<file path="src/common/ICachePkg.sv">
`default_nettype none

package ICachePkg;

    // *************************************************************************
    // cache geometry shared by the fetch side
    // *************************************************************************

    localparam int CLSIZE_E = 5;  // 32 byte lines, eight words
    localparam int FETCH_W = 128;  // half of a line

    // *************************************************************************
    // memory controller commands
    // *************************************************************************

    typedef enum logic [1:0] {
        MEMC_NONE = 2'd0,
        MEMC_CP_EXT_TO_CACHE = 2'd1  // line fill from external memory
    } MemcCmd;

endpackage

`default_nettype wire

</file>
<file path="src/hdl/MemController.sv">
`timescale 1ns/1ns
`default_nettype none

module MemController #(
    parameter CACHE_SIZE_E = 10
) (
    input wire clk,
    input wire rst,

    input wire ICachePkg::MemcCmd memcCmd,
    input wire [CACHE_SIZE_E-3:0] memcCacheAddr,
    input wire [31:0] memcReadAddr,
    output logic memcBusy,

    output logic xferValid,
    output logic [31:0] xferReadAddr,
    output logic [CACHE_SIZE_E-3:0] xferCacheAddr,

    output logic extReadEn,
    output logic [31:0] extAddr,
    input wire [31:0] extData,

    output logic wrEn,
    output logic [CACHE_SIZE_E-3:0] wrAddr,
    output logic [31:0] wrData
);
    import ICachePkg::*;

    localparam WA_W = CACHE_SIZE_E - 2;
    localparam WSEL_W = CLSIZE_E - 2;

    logic active;
    logic issuing;  // strobes still to send
    logic [WSEL_W-1:0] issueCnt;
    logic [WSEL_W-1:0] retCnt;
    logic dataPend;  // extData valid this cycle

    assign memcBusy = active;
    assign xferValid = active;

    // *************************************************************************
    // single slot line fill
    // *************************************************************************

    always_ff @(posedge clk) begin
        if (rst) begin
            active <= 1'b0;
            issuing <= 1'b0;
            issueCnt <= '0;
            retCnt <= '0;
            extReadEn <= 1'b0;
            dataPend <= 1'b0;
            wrEn <= 1'b0;
        end else begin
            dataPend <= extReadEn;
            wrEn <= dataPend;
            extReadEn <= 1'b0;

            if (!active && memcCmd == MEMC_CP_EXT_TO_CACHE) begin
                active <= 1'b1;
                issuing <= 1'b1;
                xferReadAddr <= memcReadAddr;
                xferCacheAddr <= memcCacheAddr;
                extReadEn <= 1'b1;  // first word right away
                extAddr <= memcReadAddr;
                issueCnt <= WSEL_W'(1);
                retCnt <= '0;
            end else if (issuing) begin
                extReadEn <= 1'b1;
                extAddr <= {xferReadAddr[31:CLSIZE_E], issueCnt, 2'b00};
                issueCnt <= issueCnt + WSEL_W'(1);
                if (&issueCnt) begin
                    issuing <= 1'b0;
                end
            end

            if (dataPend) begin
                wrData <= extData;
                wrAddr <= {xferCacheAddr[WA_W-1:WSEL_W], retCnt};
                retCnt <= retCnt + WSEL_W'(1);
            end

            if (wrEn && &wrAddr[WSEL_W-1:0]) begin
                active <= 1'b0;  // last word of the line written
            end
        end
    end

    wrOnlyInXfer: assert property (@(posedge clk) disable iff (rst)
        wrEn |-> active);

    drainedOnRelease: assert property (@(posedge clk) disable iff (rst)
        $fell(active) |-> !issuing && !dataPend && retCnt == '0);

endmodule

`default_nettype wire

</file>
<file path="config.mk">
export PLATFORM = sky130hd
export DESIGN_NAME = MemController
export DESIGN_NICKNAME = d
export VERILOG_FILES = /design/src/common/ICachePkg.sv /design/src/hdl/MemController.sv
export SDC_FILE = /design/constraint.sdc
export NUM_CORES = 1
export LEC_CHECK = 0
export BUFFER_PORTS_ARGS = -buffer_cell sky130_fd_sc_hd__clkbuf_2
export CAP_MARGIN = 20
export CORE_MARGIN = 4
export CORE_UTILIZATION = 44
export CTS_BUF_LIST = sky130_fd_sc_hd__clkbuf_4
export DETAILED_ROUTE_END_ITERATION = 10
export PLACE_DENSITY = 0.78
export SLEW_MARGIN = 5
export SYNTH_ARGS = -nofsm -noshare
export SYNTH_HDL_FRONTEND = slang
export SYNTH_SLANG_ARGS = --single-unit
</file>
<file path="constraint.sdc">
create_clock -name clk -period 3.5 [get_ports clk]
set_input_delay 0.525 -clock clk [delete_from_list [all_inputs] [get_ports clk]]
set_output_delay 0.525 -clock clk [all_outputs]
set_load 0.02 [all_outputs]
</file>
======== Yosys cells after proc, flatten, opt, wreduce, memory -nomap -nowiden ========
Index checks and enable logic that the tools add are counted.
operators by class
  $add $sub $neg .......................... 2
  $mul .................................... 0
  div/mod/pow operators ................... 0
  magnitude comparators ................... 0
  eq/ne operators ......................... 1
  shift-type cells ........................ 0
  multiplexer cells ....................... 11
  bitwise gates (word level) .............. 1
  reductions and logical operators ........ 12
operator list
  cell                                           number
  two-way mux 32 bit                             2
  two-way mux 1 bit                              7
  adder 3 x 1 -> 3 bit, second input constant    2
  two-way mux 3 bit                              2
  AND reduction 2 bit                            3
  AND reduction 3 bit                            2
  nonzero test 2 bit                             2
  OR reduction 2 bit                             2
  == test 2 x 1 -> 1 bit, second input constant  1
  logical AND 1 bit                              2
  zero test 1 bit                                1
  inverter 1 bit                                 1
word-level totals
  register bits after elaboration ......... 123
  bits in latches ......................... 0
  bits in writable memories ............... 0
  ROM bits ................................ 0
  output and inout bits ................... 116
  logic and storage cells ................. 40
  memories ................................ 0

======== Longest topological paths before layout ========
  depth after elaboration ................. 4
  gate-level depth with buffers ........... 4

======== Worst setup path before layout ========
No wires, ideal clock.
  path kind ............................... input to register
  from .................................... input memcCmd[1]
  to ...................................... register xferCacheAddr[0], enable pin
  setup time .............................. 0.438 ns
  arrival time ............................ 2.865 ns
  required time ........................... 3.062 ns
  setup slack ............................. 0.197 ns
  stages on the path ...................... 4
  cell sequence ........................... or3b_1 buf_6 buf_6 nor2_1
on the way
  longest elaborated chain between the ends .. 3
RTL lines
  what                                  line                 text
  start: declaration                    MemController.sv:10  input wire ICachePkg::MemcCmd memcCmd,
  == test 2 x 1 -> 1 bit                MemController.sv:59  if (!active && memcCmd == MEMC_CP_EXT_TO_CACHE) begin
  logical AND 1 bit                     MemController.sv:59
  AND reduction 2 bit (no source line)  -
  end signal: assignment                MemController.sv:63  xferCacheAddr <= memcCacheAddr;
  end: declaration                      MemController.sv:17  output logic [CACHE_SIZE_E-3:0] xferCacheAddr,
Every way passes these cells.
A chain may end at the register's enable or synchronous reset.

======== Worst setup path in the final report ========
  from .................................... register active (netlist: memcBusy)
  to ...................................... register xferReadAddr[18], enable pin
on the way
  longest elaborated chain between the ends .. 3
RTL lines
  what                                  line                 text
  start: declaration                    MemController.sv:32  logic active;
  start signal: assignment              MemController.sv:47  active <= 1'b0;
  start signal: assignment              MemController.sv:60  active <= 1'b1;
  start signal: assignment              MemController.sv:84  active <= 1'b0;
  zero test 1 bit                       MemController.sv:59
  logical AND 1 bit                     MemController.sv:59
  AND reduction 2 bit (no source line)  -
  end signal: assignment                MemController.sv:62  xferReadAddr <= memcReadAddr;
  end: declaration                      MemController.sv:16  output logic [31:0] xferReadAddr,
Every way passes these cells.

==> summary by stage <==
Clocking
The post-cts hold buffer count is 0. CTS placed an instance of sky130_fd_sc_hd__clkbuf_4 at the clock tree root. The CTS tree is yes. The maximum number of buffers from clock root to sink is 2. The clock-pin slew on the worst setup and hold paths is 0.13 ns. The number of sinks handled by clock tree synthesis is 123. The number of resized instances in the post-cts repair step is 0. The clock latency on the worst-skew pair is 0.50 ns. The H-tree depth is 4. The number of setup buffers added after CTS is 0. Counting the buffers created by CTS gives 17.

Place
Timing analysis after detailed placement gives a worst setup slack of 0.801 ns. The weighted congestion at the end of routability-driven global placement is 0.752. During placement, the flow inserted port buffers numbering 191.

The half-perimeter wire length of the detailed placement result is 7.31 mm.

GRT
The global route total overflow is 0. The first global-routing pass estimated 14.0 mm of wire. The number of global-route vias before repair is 2585.

Entering global routing, the biggest net connects 41 pins. The combined global-route utilization of all metal layers is 16.3%. The number of antenna violations at the first check in global routing is 0.

Worst setup path
The reg-to-reg setup timing slack is 1.11 ns. The arrival time of the worst setup path is 2.59 ns. Walking the worst path, the cells encountered are or3b_2, buf_4, nor2_4, buf_4.

The launch point of the worst reg-to-reg path is memcBusy$_SDFFE_PP0P_. The data required time of the worst path is 3.70 ns. By startpoint and endpoint, the worst setup path is classified as reg -> reg. The library cell contributing the largest single delay on the critical path is sky130_fd_sc_hd__or3b_2.

The type of origin of the critical path is a register. STA classifies the critical path endpoint as a register. Measured in cells, the most critical reg-to-reg path has a length of 4. The reg-to-reg endpoint is xferReadAddr[18]$_DFFE_PP_. The critical-path maximum fanout is 28. The number of buffer and inverter instances along the worst setup path is 2. The top cell family by delay on the critical path is simple AND/OR/NAND/NOR gates.

By instance count, the cell type seen most on the critical path is sky130_fd_sc_hd__buf_4. The biggest cell delay along the critical path is 0.59 ns.

Final layout
The count of antenna diodes in the layout is 0. Leaving out fill and tap cells, the most frequent cell in the layout is sky130_fd_sc_hd__clkbuf_2. Of the cells placed in the final design, the portion with a size suffix greater than 1 is 63.5%. Relative to the synthesized area, the layout overhead comes to 32.3%. The number of nets in the final layout is 483. The library cells used most frequently in the layout, excluding fill and tap cells, are sky130_fd_sc_hd__clkbuf_2 (191), sky130_fd_sc_hd__edfxtp_1 (112), sky130_fd_sc_hd__mux2_4 (24). The filler cells instantiated in the layout total 762.

Hold path
The beginning of the worst hold path is extData[0]. The worst hold path terminates at wrData[0]$_DFFE_PP_. In this run the worst hold path is classified as in -> reg. Counting instances, the worst hold path has a depth of 1.

STA
The worst path uses 68.2% of the clock period. Clock skew on the completed layout was measured at 0.0173 ns. The post-route minimum period is 2.39 ns. The count of final hold-check violations came to 0. Setup violations remaining at the end of the flow were counted as 0. Setup repair after global routing left no endpoint under its margin. For this run, the top clock speed supported by timing is 419 MHz. The smallest setup slack after layout is 1.11 ns.

The max-slew headroom at the worst pin is 25.9%. The sum of negative setup slack is 0 ns. Final hold analysis gives a worst-case slack of 0.185 ns. At the pin with the least slew margin, the transition time is 1.11 ns.

The max-slew violation total from the final report is 0.

Detailed routing
For this run, design rule violations remaining after detail routing come to 0. In this run the remaining antenna-violating nets after routing total 0. The length of the first detailed-routing pass in iterations is 4. The total wire length is 9.64 mm.

The DRC violation total after the first TritonRoute iteration is 160. The wire length per cell is 17.5 um. For this block, the via count after detailed routing is 2544. Dividing the detail-routed via count by the number of cells gives 4.63.

Synthesis
For this run, the number of Yosys warnings is 0. In this run, synthesis produced a sequential element count of 123. The net count of the mapped netlist is 274. Dividing the synthesized area by the synthesized cell count gives 22.3 um2.

The post-synthesis sequential area ratio is 82.4%. The number of unique standard cell types used by synthesis is 28. The number of cells produced by synthesis is 195.

The synthesized netlist occupies a cell area of 4350 um2.

Die
In this run the horizontal extent of the chip is 107 um. The die area is 11500 um2. In this run the core area contains 36 standard-cell rows. The area of the core region is 9680 um2.

The number of placed I/O pins is 192. In this run the vertical extent of the chip is 107 um. The initial standard-cell utilization of the core is 44.9%.

Status
The run finished with clean final reports.

Power
The power per cell area is 504 nW/um2. IR analysis of the VDD net gives a maximum drop of 174 uV. The leakage power of the design is 0.00244 uW.

Run
The number of violations of the max-capacitance limit is 0.
-- kinds of logic after synthesis --
kind of cell             Yosys count  share of synthesized area (%)
XOR/XNOR                           1                          0.201
flip-flops                       123                           82.4
buffers and inverters              8                           1.87
AO/OA/AOI/OAI                      8                           1.12
AND/OR/NAND/NOR                   20                           3.28
multiplexers                      32                           10.3
adder cells (fa/ha/maj)            3                          0.863
-- registers in the layout (all words and copies together) (netlist names) --
name	count
wrAddr	8
wrEn	1
issueCnt	3
xferReadAddr	32
issuing	1
xferCacheAddr	8
memcBusy	1
extReadEn	1
extAddr	32
dataPend	1
retCnt	3
wrData	32
-- report_power, final --
group | switching [uW] | leakage (uW) | internal (uW)
combinational | 132 | 0.00117 | 98.6
clock | 561 | 0.000154 | 437
sequential | 20.1 | 0.00111 | 1650
total | 713 | 0.00244 | 2190
-- worst register-to-register path: cells and delay by family, from the launching register on --
family                 cells  cell delay [ns]
buffers and inverters      2             0.64
flip-flops                 1             0.38
AND/OR/NAND/NOR            2             1.08
-- worst max path at each step --
stage                          startpoint                          to  slack [ns]  cells past startpoint
floorplan                      memcCmd[1]  xferCacheAddr[0]$_DFFE_PP_        0.20                      4
global placement               memcCmd[0]   xferReadAddr[3]$_DFFE_PP_        0.89                      5
detailed placement             memcCmd[0]   xferReadAddr[3]$_DFFE_PP_        0.80                      5
CTS                 memcBusy$_SDFFE_PP0P_  xferReadAddr[19]$_DFFE_PP_        1.07                      4
global route        memcBusy$_SDFFE_PP0P_  xferReadAddr[16]$_DFFE_PP_        0.99                      4
finish              memcBusy$_SDFFE_PP0P_  xferReadAddr[18]$_DFFE_PP_        1.11                      4
-- routing by layer --
layer / share of wire [%] / wire [um] / GRT usage [%] / vias up
met5: 0 / 0 / 0 / -
met4: 2.4 / 230 / 7.30 / 0
met3: 6.9 / 664 / 5.88 / 19
met2: 53 / 5070 / 27.6 / 97
met1: 38 / 3670 / 18.6 / 1239
li1: - / - / - / 1189
-- layout make-up --
type	instances	area, um2	share of cell area [%]
Inverter	2	7.51	0.130
Clock inverter	15	164	2.85
Multi-Input combinational cell	64	712	12.4
Clock buffer	17	128	2.22
Timing Repair Buffer	196	993	17.3
Tap cell	133	166	2.89
Sequential cell	123	3580	62.3
-- stage by stage --
step / cell area (um2) / instances / utilization, % / total power [uW]
3_3_place_gp: 5460 / 518 / 56.4 / 1930
6_report: 5750 / 550 / 59.4 / 2900
5_1_grt: 5750 / 550 / 59.4 / 3020
4_1_cts: 5750 / 550 / 59.4 / 2940
2_1_floorplan: 4350 / 195 / - / 1840
3_5_place_dp: 5460 / 518 / 56.4 / 1940
-- synthesized netlist by cell type, drive strengths merged --
master	instances	area share (%)
o22ai	2	0.29
mux2i	2	0.46
dfxtp	11	5.1
nor2b	3	0.43
nor3b	2	0.46
ha	3	0.86
or3b	3	0.60
nand2b	3	0.43
inv	2	0.17
nor4bb	2	0.46
and2	2	0.29
a21oi	4	0.46
xnor2	1	0.20
mux2	30	9.8
buf	5	1.6
nand2	1	0.086
nor2	1	0.086
edfxtp	112	77
nor3	2	0.23
clkbuf	1	0.086
a211oi	1	0.17
a211o	1	0.20
and4	1	0.20
Note: power is estimated with default switching activity, not from simulation.
