===== src/common/ICachePkg.sv =====
`default_nettype none

package ICachePkg;

    // *************************************************************************
    // cache geometry shared by the fetch side
    // *************************************************************************

    localparam int CLSIZE_E = 5;  // 32 byte lines, eight words
    localparam int FETCH_W = 128;  // half of a line

    // *************************************************************************
    // memory controller commands
    // *************************************************************************

    typedef enum logic [1:0] {
        MEMC_NONE = 2'd0,
        MEMC_CP_EXT_TO_CACHE = 2'd1  // line fill from external memory
    } MemcCmd;

endpackage

`default_nettype wire


===== src/icache/ICacheTable.sv =====
`timescale 1ns/1ns
`default_nettype none

module ICacheTable #(
    parameter ASSOC = 2,
    parameter CACHE_SIZE_E = 10,
    parameter NUM_ICACHE_LINES = (1 << (CACHE_SIZE_E - ICachePkg::CLSIZE_E))
) (
    input wire clk,
    input wire rst,

    input wire lookupValid,
    input wire [31:0] lookupPC,
    output logic [CACHE_SIZE_E-5:0] lookupAddress,
    output logic stall,

    output ICachePkg::MemcCmd memcCmd,
    output logic [CACHE_SIZE_E-3:0] memcCacheAddr,
    output logic [31:0] memcReadAddr,
    input wire memcBusy,

    input wire xferValid,
    input wire [31:0] xferReadAddr,
    input wire [CACHE_SIZE_E-3:0] xferCacheAddr
);
    import ICachePkg::*;

    localparam LEN = NUM_ICACHE_LINES / ASSOC;
    localparam IDX_W = $clog2(LEN);
    localparam WAY_W = $clog2(ASSOC);
    localparam TAG_W = 32 - CLSIZE_E - IDX_W;
    localparam WA_W = CACHE_SIZE_E - 2;
    localparam WSEL_W = CLSIZE_E - 2;
    localparam IDLE = 1'b0;
    localparam CLEAN = 1'b1;

    logic [TAG_W-1:0] tags [LEN][ASSOC];
    logic [ASSOC-1:0] valid [LEN];
    logic [WAY_W-1:0] counters [LEN];  // next victim per set

    logic state;
    logic [IDX_W-1:0] cleanIdx;

    logic [IDX_W-1:0] setIdx;
    logic [TAG_W-1:0] pcTag;
    logic [WAY_W-1:0] victim;
    logic [WA_W-1:0] newLineAddr;
    logic tagHit;
    logic [WAY_W-1:0] hitWay;
    logic blocked;
    logic entryFound;
    logic doLoad;

    // *************************************************************************
    // lookup and collision check
    // *************************************************************************

    always_comb begin
        setIdx = lookupPC[CLSIZE_E +: IDX_W];
        pcTag = lookupPC[31 -: TAG_W];
        victim = counters[setIdx];
        newLineAddr = {victim, setIdx, {WSEL_W{1'b0}}};

        tagHit = 1'b0;
        hitWay = '0;
        for (int i = 0; i < ASSOC; i++) begin
            if (valid[setIdx][i] && tags[setIdx][i] == pcTag) begin
                tagHit = 1'b1;
                hitWay = WAY_W'(i);
            end
        end

        blocked = 1'b0;
        if (xferValid &&
            (lookupPC[31:CLSIZE_E] == xferReadAddr[31:CLSIZE_E] ||
             newLineAddr[WA_W-1:WSEL_W] == xferCacheAddr[WA_W-1:WSEL_W])) begin
            blocked = 1'b1;  // line or slot being filled
        end
        if (memcCmd != MEMC_NONE &&
            lookupPC[31:CLSIZE_E] == memcReadAddr[31:CLSIZE_E]) begin
            blocked = 1'b1;  // fill requested, not yet accepted
        end

        entryFound = tagHit && !blocked;
        doLoad = lookupValid && !tagHit && !blocked;
    end

    assign lookupAddress = {hitWay, setIdx, lookupPC[CLSIZE_E-1:4]};
    assign stall = lookupValid && (!entryFound || state == CLEAN);

    // *************************************************************************
    // table update, fill request and clean sweep
    // *************************************************************************

    always_ff @(posedge clk) begin
        if (rst) begin
            state <= CLEAN;
            cleanIdx <= '0;
            memcCmd <= MEMC_NONE;
        end else begin
            if (!(memcCmd != MEMC_NONE && memcBusy)) begin
                memcCmd <= MEMC_NONE;
            end

            case (state)
                CLEAN: begin
                    valid[cleanIdx] <= '0;
                    counters[cleanIdx] <= '0;
                    if (cleanIdx == IDX_W'(LEN - 1)) begin
                        state <= IDLE;
                    end
                    cleanIdx <= cleanIdx + IDX_W'(1);
                end
                default: begin
                    if (lookupValid && entryFound && hitWay == victim) begin
                        counters[setIdx] <= victim + WAY_W'(1);  // wraps
                    end
                    if (doLoad && memcCmd == MEMC_NONE && !memcBusy) begin
                        memcCmd <= MEMC_CP_EXT_TO_CACHE;
                        memcCacheAddr <= newLineAddr;
                        memcReadAddr <= {lookupPC[31:CLSIZE_E], {CLSIZE_E{1'b0}}};
                        tags[setIdx][victim] <= pcTag;
                        valid[setIdx][victim] <= 1'b1;  // blocked until fill ends
                    end
                end
            endcase
        end
    end

    noCmdWhileBusy: assert property (@(posedge clk) disable iff (rst)
        memcCmd != MEMC_NONE |-> !memcBusy);

    releaseAfterSweep: assert property (@(posedge clk) disable iff (rst)
        lookupValid && !stall |-> state == IDLE && cleanIdx == '0);

endmodule

`default_nettype wire


===== config.mk =====
export PLATFORM = sky130hd
export DESIGN_NAME = ICacheTable
export DESIGN_NICKNAME = d
export VERILOG_FILES = /design/src/common/ICachePkg.sv /design/src/icache/ICacheTable.sv
export SDC_FILE = /design/constraint.sdc
export NUM_CORES = 1
export LEC_CHECK = 0
export BUFFER_PORTS_ARGS = -buffer_cell sky130_fd_sc_hd__buf_4
export CORE_AREA = 2 2 325 327
export CTS_CLUSTER_SIZE = 25
export DETAILED_ROUTE_END_ITERATION = 16
export DIE_AREA = 0 0 327 329
export GPL_TIMING_DRIVEN = 0
export PLACE_DENSITY = 0.55
export SYNTH_ARGS = -nofsm -noshare
export SYNTH_HDL_FRONTEND = slang
export SYNTH_SLANG_ARGS = --single-unit
export TNS_END_PERCENT = 100

===== constraint.sdc =====
create_clock -name clk -period 5.7 [get_ports clk]
set_input_delay 0.285 -clock clk [delete_from_list [all_inputs] [get_ports clk]]
set_output_delay 0.285 -clock clk [all_outputs]
set_load 0.1 [all_outputs]

# After elaboration in Yosys (flattened, before gate mapping)
# Memory sizes are Yosys's and may differ from the RTL's.
# Cells that the tools add are included.
# word_totals
word_cells,82
ram_bits,784
inputBits,77
mem_count,3
register_bits,39
output_inout_bits,49
# memory_table
name,depth,word_bits,rd,rd_ports_with_merged_regs,write_ports,line_no,source
tags,16,46,1,0,1,ICacheTable.sv:37,logic [TAG_W-1:0] tags [LEN][ASSOC];
valid,16,2,1,0,1,ICacheTable.sv:38,logic [ASSOC-1:0] valid [LEN];
counters,16,1,1,0,1,ICacheTable.sv:39,logic [WAY_W-1:0] counters [LEN];
# op_classes
magnitude_cmp,4
reduce_logical,26
eq_ne,7
n_mux,32
bitwise,3
addsub,2
# ops
cell,n
$eq A27 B27 Y1,2
$eq A23 B23 Y1,2
$mux W46,1
$demux W23 S1,1
$mux W23,1
$mux W1,20
$logic_and A1 B1 Y1,15
$mux W2,6
$mux W4,2
$eq A5 B5 Y1,1
$add A4 B1 Y4 const B,1
$eq A4 B4 Y1 const B,1
$logic_not A1 Y1,4
$reduce_and A3 Y1,1
$ge A2 B2 Y1 const B,1
$logic_not A2 Y1,1
$logic_or A1 B1 Y1,2
$lt A1 B2 Y1 const B,1
$lt A2 B1 Y1 const B,1
$not A1 Y1,2
$not A1 Y2,1
$reduce_bool A2 Y1,1
$reduce_or A2 Y1,1
$add A1 B1 Y1 const B,1
other kinds (4),4

# Depth between registers and ports, before layout
# An unclocked memory read counts as a cell.
# logic_depth
ltp_word,16
mapped_depth,17
mapped_depth_nobuf,9

# Worst setup path after synthesis
# No wires, ideal clock.
# synth_timing
path_kind,input to register
start,in lookupPC[5]
end,"mem tags[10][0] (netlist name), enable pin"
required_time_ps,5239
setup_slack_ps,314
arrival_time_ps,4924
path_buffers,6
stages,13
setup_ps,461
cell_sequence,buf_6 -> buf_6 -> buf_4 -> mux4_2 -> a22oi_1 -> and3_1 -> clkbuf_1 -> xnor2_1 -> o211ai_1 -> nand2b_1 -> buf_2 -> buf_2 -> nor4_1
# synth_via
elab_chain_cells,14
elab_cells_between_ends,33
classes_between,order compare: 2; eq/ne: 5; mux: 10; bitwise: 1; reduce/logical: 12; memory: 3
# synth_rtl
element,line_no,source
start: declaration,ICacheTable.sv:13,"input wire [31:0] lookupPC,"
$mem_v2 Z16 W46 / $mem_v2 Z16 W1 (equally long branches),n/a,
$eq A23 B23 Y1 / $eq A5 B5 Y1 (equally long branches),"ICacheTable.sv:67, ICacheTable.sv:76",
$logic_and A1 B1 Y1 / $logic_or A1 B1 Y1 (equally long branches),"ICacheTable.sv:67, ICacheTable.sv:75",
$mux W1 / $logic_and A1 B1 Y1 (equally long branches),"ICacheTable.sv:67, ICacheTable.sv:74",
"$mux W1, on equally long branches","ICacheTable.sv:67, ICacheTable.sv:74",
$logic_not A1 Y1 / $mux W1 (equally long branches),"ICacheTable.sv:85, ICacheTable.sv:79",
$logic_and A1 B1 Y1 / $logic_not A1 Y1 (equally long branches),ICacheTable.sv:85,doLoad = lookupValid && !tagHit && !blocked;
$logic_and A1 B1 Y1,ICacheTable.sv:85,
$logic_and A1 B1 Y1 (2 in a row),ICacheTable.sv:118,if (doLoad && memcCmd == MEMC_NONE && !memcBusy) begin
$mux W1,ICacheTable.sv:118,
$mux W1,ICacheTable.sv:105,case (state)
$mux W1,ICacheTable.sv:96,if (rst) begin
$mux W46 (not written as such),ICacheTable.sv:122,tags[setIdx][victim] <= pcTag;
end: declaration,ICacheTable.sv:37,
# Parallel ways exist; a longest one is shown, timed or not.

# Final worst setup path
# layout_timing
start,in lookupPC[5]
end,out stall
# layout_via
elab_chain_cells,11
elab_cells_between_ends,22
classes_between,eq/ne: 5; mux: 4; reduce/logical: 10; memory: 3
# layout_rtl
element,line_no,source
$mem_v2 Z16 W1,n/a,
$eq A5 B5 Y1,ICacheTable.sv:76,newLineAddr[WA_W-1:WSEL_W] == xferCacheAddr[WA_W-1:WSEL_W])) begin
$logic_or A1 B1 Y1,ICacheTable.sv:75,(lookupPC[31:CLSIZE_E] == xferReadAddr[31:CLSIZE_E] ||
$logic_and A1 B1 Y1,ICacheTable.sv:74,if (xferValid &&
$mux W1,ICacheTable.sv:74,
$mux W1,ICacheTable.sv:79,if (memcCmd != MEMC_NONE &&
$logic_not A1 Y1,ICacheTable.sv:84,entryFound = tagHit && !blocked;
$logic_and A1 B1 Y1 (*),ICacheTable.sv:84,
$logic_not A1 Y1 (*),ICacheTable.sv:89,assign stall = lookupValid && (!entryFound || state == CLEAN);
$logic_or A1 B1 Y1 (*),ICacheTable.sv:89,
$logic_and A1 B1 Y1 (*),ICacheTable.sv:89,
end: declaration,ICacheTable.sv:15,"output logic stall,"
# Every way passes the cells marked *; elsewhere a longest branch is shown, timed or not.

==> impl_metrics.ini <==
[outcome]
status = completed

[clock_network]
htreeDepth = 3
clk_pin_slew_ps = 60
cts_root_buf = clkbuf_16
post_cts.repair.setup_buffers = 0
numCtsBuffers = 85
cts.path.max_buffers = 3
clk-insertion-delay-late_ps = 660
numClockSinks = 819
cts_tree = done

[die]
die_w_um = 327
io_pins = 126
die-area_um2 = 108000
start_util_pct = 32.7
fp-row-count = 119
coreArea_um2 = 104000
die_h_um = 329

[pwr]
ir_drop_uv = 190
powerDensity_nw_per_um2 = 326
p_leak_uw = 0.0136

[synth]
synth_area_leaders = edfxtp_1 (71%), mux4_2 (8.6%), mux2i_1 (5.0%)
synth_xor_area_share_pct = 2.54
muxShareOfSynthArea_pct = 14.4
ys_seq_area_share_pct = 71.8
synthFlopType = edfxtp_1
synth_top_area_share_pct = 71.4
synth_top_family_by_area = multiplexers
synth_edf_count = 812
yosysWarnings = 0
avgSynthCellArea_um2 = 18.4
synth_fa_ha_area_share_pct = 0.0367
synth-async-reset-ratio_pct = 0
syn_area_um2 = 34100
ys_seq_elements = 819
synth_simple_gate_area_share_pct = 3.80
synth.distinct_cells = 78
synth_cells = 1855
yosysTopAreaCell = edfxtp_1
synth_compound_area_share_pct = 4.68

[worst_setup_path]
startpoint = lookupPC[5]
crit_cells = 19
cp.required_ps = 5410
max_stage_delay_ps = 610
critPathCapture = stall
timing.reg2reg.setup_slack_ps = 1190
path_buf_inv = 11
path_cells = dlygate4sd3_1 -> buf_4 -> buf_6 -> buf_6 -> buf_8 -> buf_6 -> buf_6 -> buf_6 -> buf_4 -> mux2i_1 -> a221oi_1 -> xnor2_1 -> nand3_1 -> a211oi_1 -> nand3_1 -> nand2_4 -> buf_4 -> a21boi_1 -> buf_4
r2r-start = counters[7]
crit_arrival_ps = 5320
cp_slowest_cell = a221oi_1
cp_max_fo = 10
path_class = in2out
r2r_end = tags[10][9]
worstSetupStartpointType = primary input
endpoint_kind = output port
cpMostUsedCell = buf_6
critical-path-top-delay-family = buffers and inverters
r2r_cells = 13

[timing]
tightestPinTransition_ps = 1300
finalSetupViolCount = 0
fmax_mhz = 178
fin_crit_ps = 5610
rsz0062_at_grt = no
worst_hold_slack_ps = 63.2
drv_slew = 0
slew_headroom_pct = 13.7
finClkSkew_ps = 36.1
setup_tns_ps = 0
hold_viol_final = 0
setup_ws_ps = 94.7
period_share_pct = 98.3

[detailed_routing]
drc = 0
routedWlPerCell_um = 31.2
vias_per_cell = 5.45
dr.pass1.iters = 5
drtIter0Drc = 2538
wirelength_um = 113000
drtAntennaViolNets = 0
vias = 19700

[layout]
final_nets = 2235
utilization_pct = 39.1
final_common_cell = edfxtp_1
drive_gt1_share_pct = 27.9
layout_common_cells = edfxtp_1 (812), buf_4 (213), mux2i_1 (169), mux4_2 (130), clkbuf_16 (89)
syn_to_final_growth_pct = 19.6

[global_route]
overflow = 0
grt_antenna_before_repair = 7
grt_pass1_wl_um = 156000
grt_max_degree = 35
grt_pass1_vias = 19500
grt_usage_pct = 20.8

[hold_path]
hold_path_class = in2reg

[placement]
place_ws_ps = -723
dp.final_hpwl_um = 78300
routabilityCongestion = 0.943
portBuffers = 103

[flow_run]
cap_violations = 0
-- how the worst min path moves through the flow --
stage                     slack (ps)                to  cells after the start         start
after global placement           530   memcReadAddr[6]                      1   lookupPC[6]
after global routing              80  memcReadAddr[19]                      1  lookupPC[19]
after floorplan                  380  memcReadAddr[10]                      0  lookupPC[10]
after CTS                         60        tags[7][8]                      1  lookupPC[17]
final                             60        tags[3][8]                      1  lookupPC[17]
after detailed placement         520   memcReadAddr[6]                      1   lookupPC[6]
-- report_power, final --
part / internal, µW / leakage (µW) / switching (µW)
Sequential: 6620 / 0.00743 / 4.17
Clock: 3460 / 0.00140 / 2320
Combinational: 306 / 0.00477 / 607
Total: 10400 / 0.0136 / 2930
-- area by class of cell --
cell class	instances	area (µm²)
Tap cell	1391	1740
Clock buffer	110	2330
Buffer	137	856
Timing Repair Buffer	209	1840
Fill cell	9422	63500
Multi-Input combinational cell	891	8970
Inverter	14	52.6
Antenna cell	1	2.50
Sequential cell	819	24500
Clock inverter	42	533
-- flip-flops by register name, summed over array words and instances, names as in the netlist --
register       flops
tags             736
cleanIdx           4
state              1
memcReadAddr      27
memcCacheAddr      1
valid             32
counters          16
memcCmd            2
-- cells in the mapped netlist (5+ instances only) --
master / n
nand2b_1: 5
xnor2_1: 83
buf_6: 23
nor4_1: 20
nand4_1: 28
nor2_1: 44
and3_1: 6
a22oi_1: 80
a211oi_1: 9
o22ai_1: 19
o21ai_0: 19
mux4_2: 130
mux2i_1: 169
edfxtp_1: 812
nor2b_1: 12
mux2_2: 22
o21ai_1: 8
buf_2: 26
nand2_1: 56
xor2_1: 16
dfxtp_1: 7
nor3_1: 18
a21oi_1: 10
inv_1: 14
a221oi_1: 7
buf_4: 32
buf_1: 12
o2111ai_1: 5
a31o_2: 5
clkbuf_1: 44
a22o_1: 10
nand3b_1: 6
nand3_1: 17
-- cells by family (layout without fill, tap and decap cells) --
family	count (synthesis)	in the layout
flops	819	819
mux	325	325
simple gates	243	243
compound gates	215	215
buf+inv	152	512
xor+xnor	99	99
fa+ha+maj	1	1
other cells	1	9
-- worst reg2reg max path, delay by kind of cell, from the launching register on --
| kind | cells | cell delay [ps] |
|---|---|---|
| buf+inv | 6 | 1530 |
| flops | 1 | 380 |
| simple gates | 3 | 1060 |
| compound gates | 2 | 550 |
| xor+xnor | 1 | 210 |
| mux | 1 | 490 |
-- per-layer routing --
layer	track usage [%]	up-vias	share of wire, %
met3	3.21	141	7.6
met5	0	-	0.033
met2	33.9	914	48
met1	28.9	10500	42
li1	-	8139	-
met4	5.63	6	2.2
-- timing repair --
| item | 4_1_cts | 5_1_grt |
|---|---|---|
| hold buffers | 6 | 0 |
| endpoints found under the setup margin | 20 | 1 |
| hold endpoints to repair | 9 | 0 |
| gates resized for setup | 0 | 8 |
-- through the flow --
| step | instances | power (µW) | area (µm²) |
|---|---|---|---|
| 2_1_floorplan | 1862 | 7250 | 34200 |
| 3_3_place_gp | 3356 | 7640 | 36700 |
| 3_5_place_dp | 3456 | 7650 | 37900 |
| 4_1_cts | 3613 | 13400 | 40800 |
| 5_1_grt | 3613 | 13700 | 40800 |
| 6_report | 3614 | 13300 | 40800 |
Power figures use the tool's default switching activity.
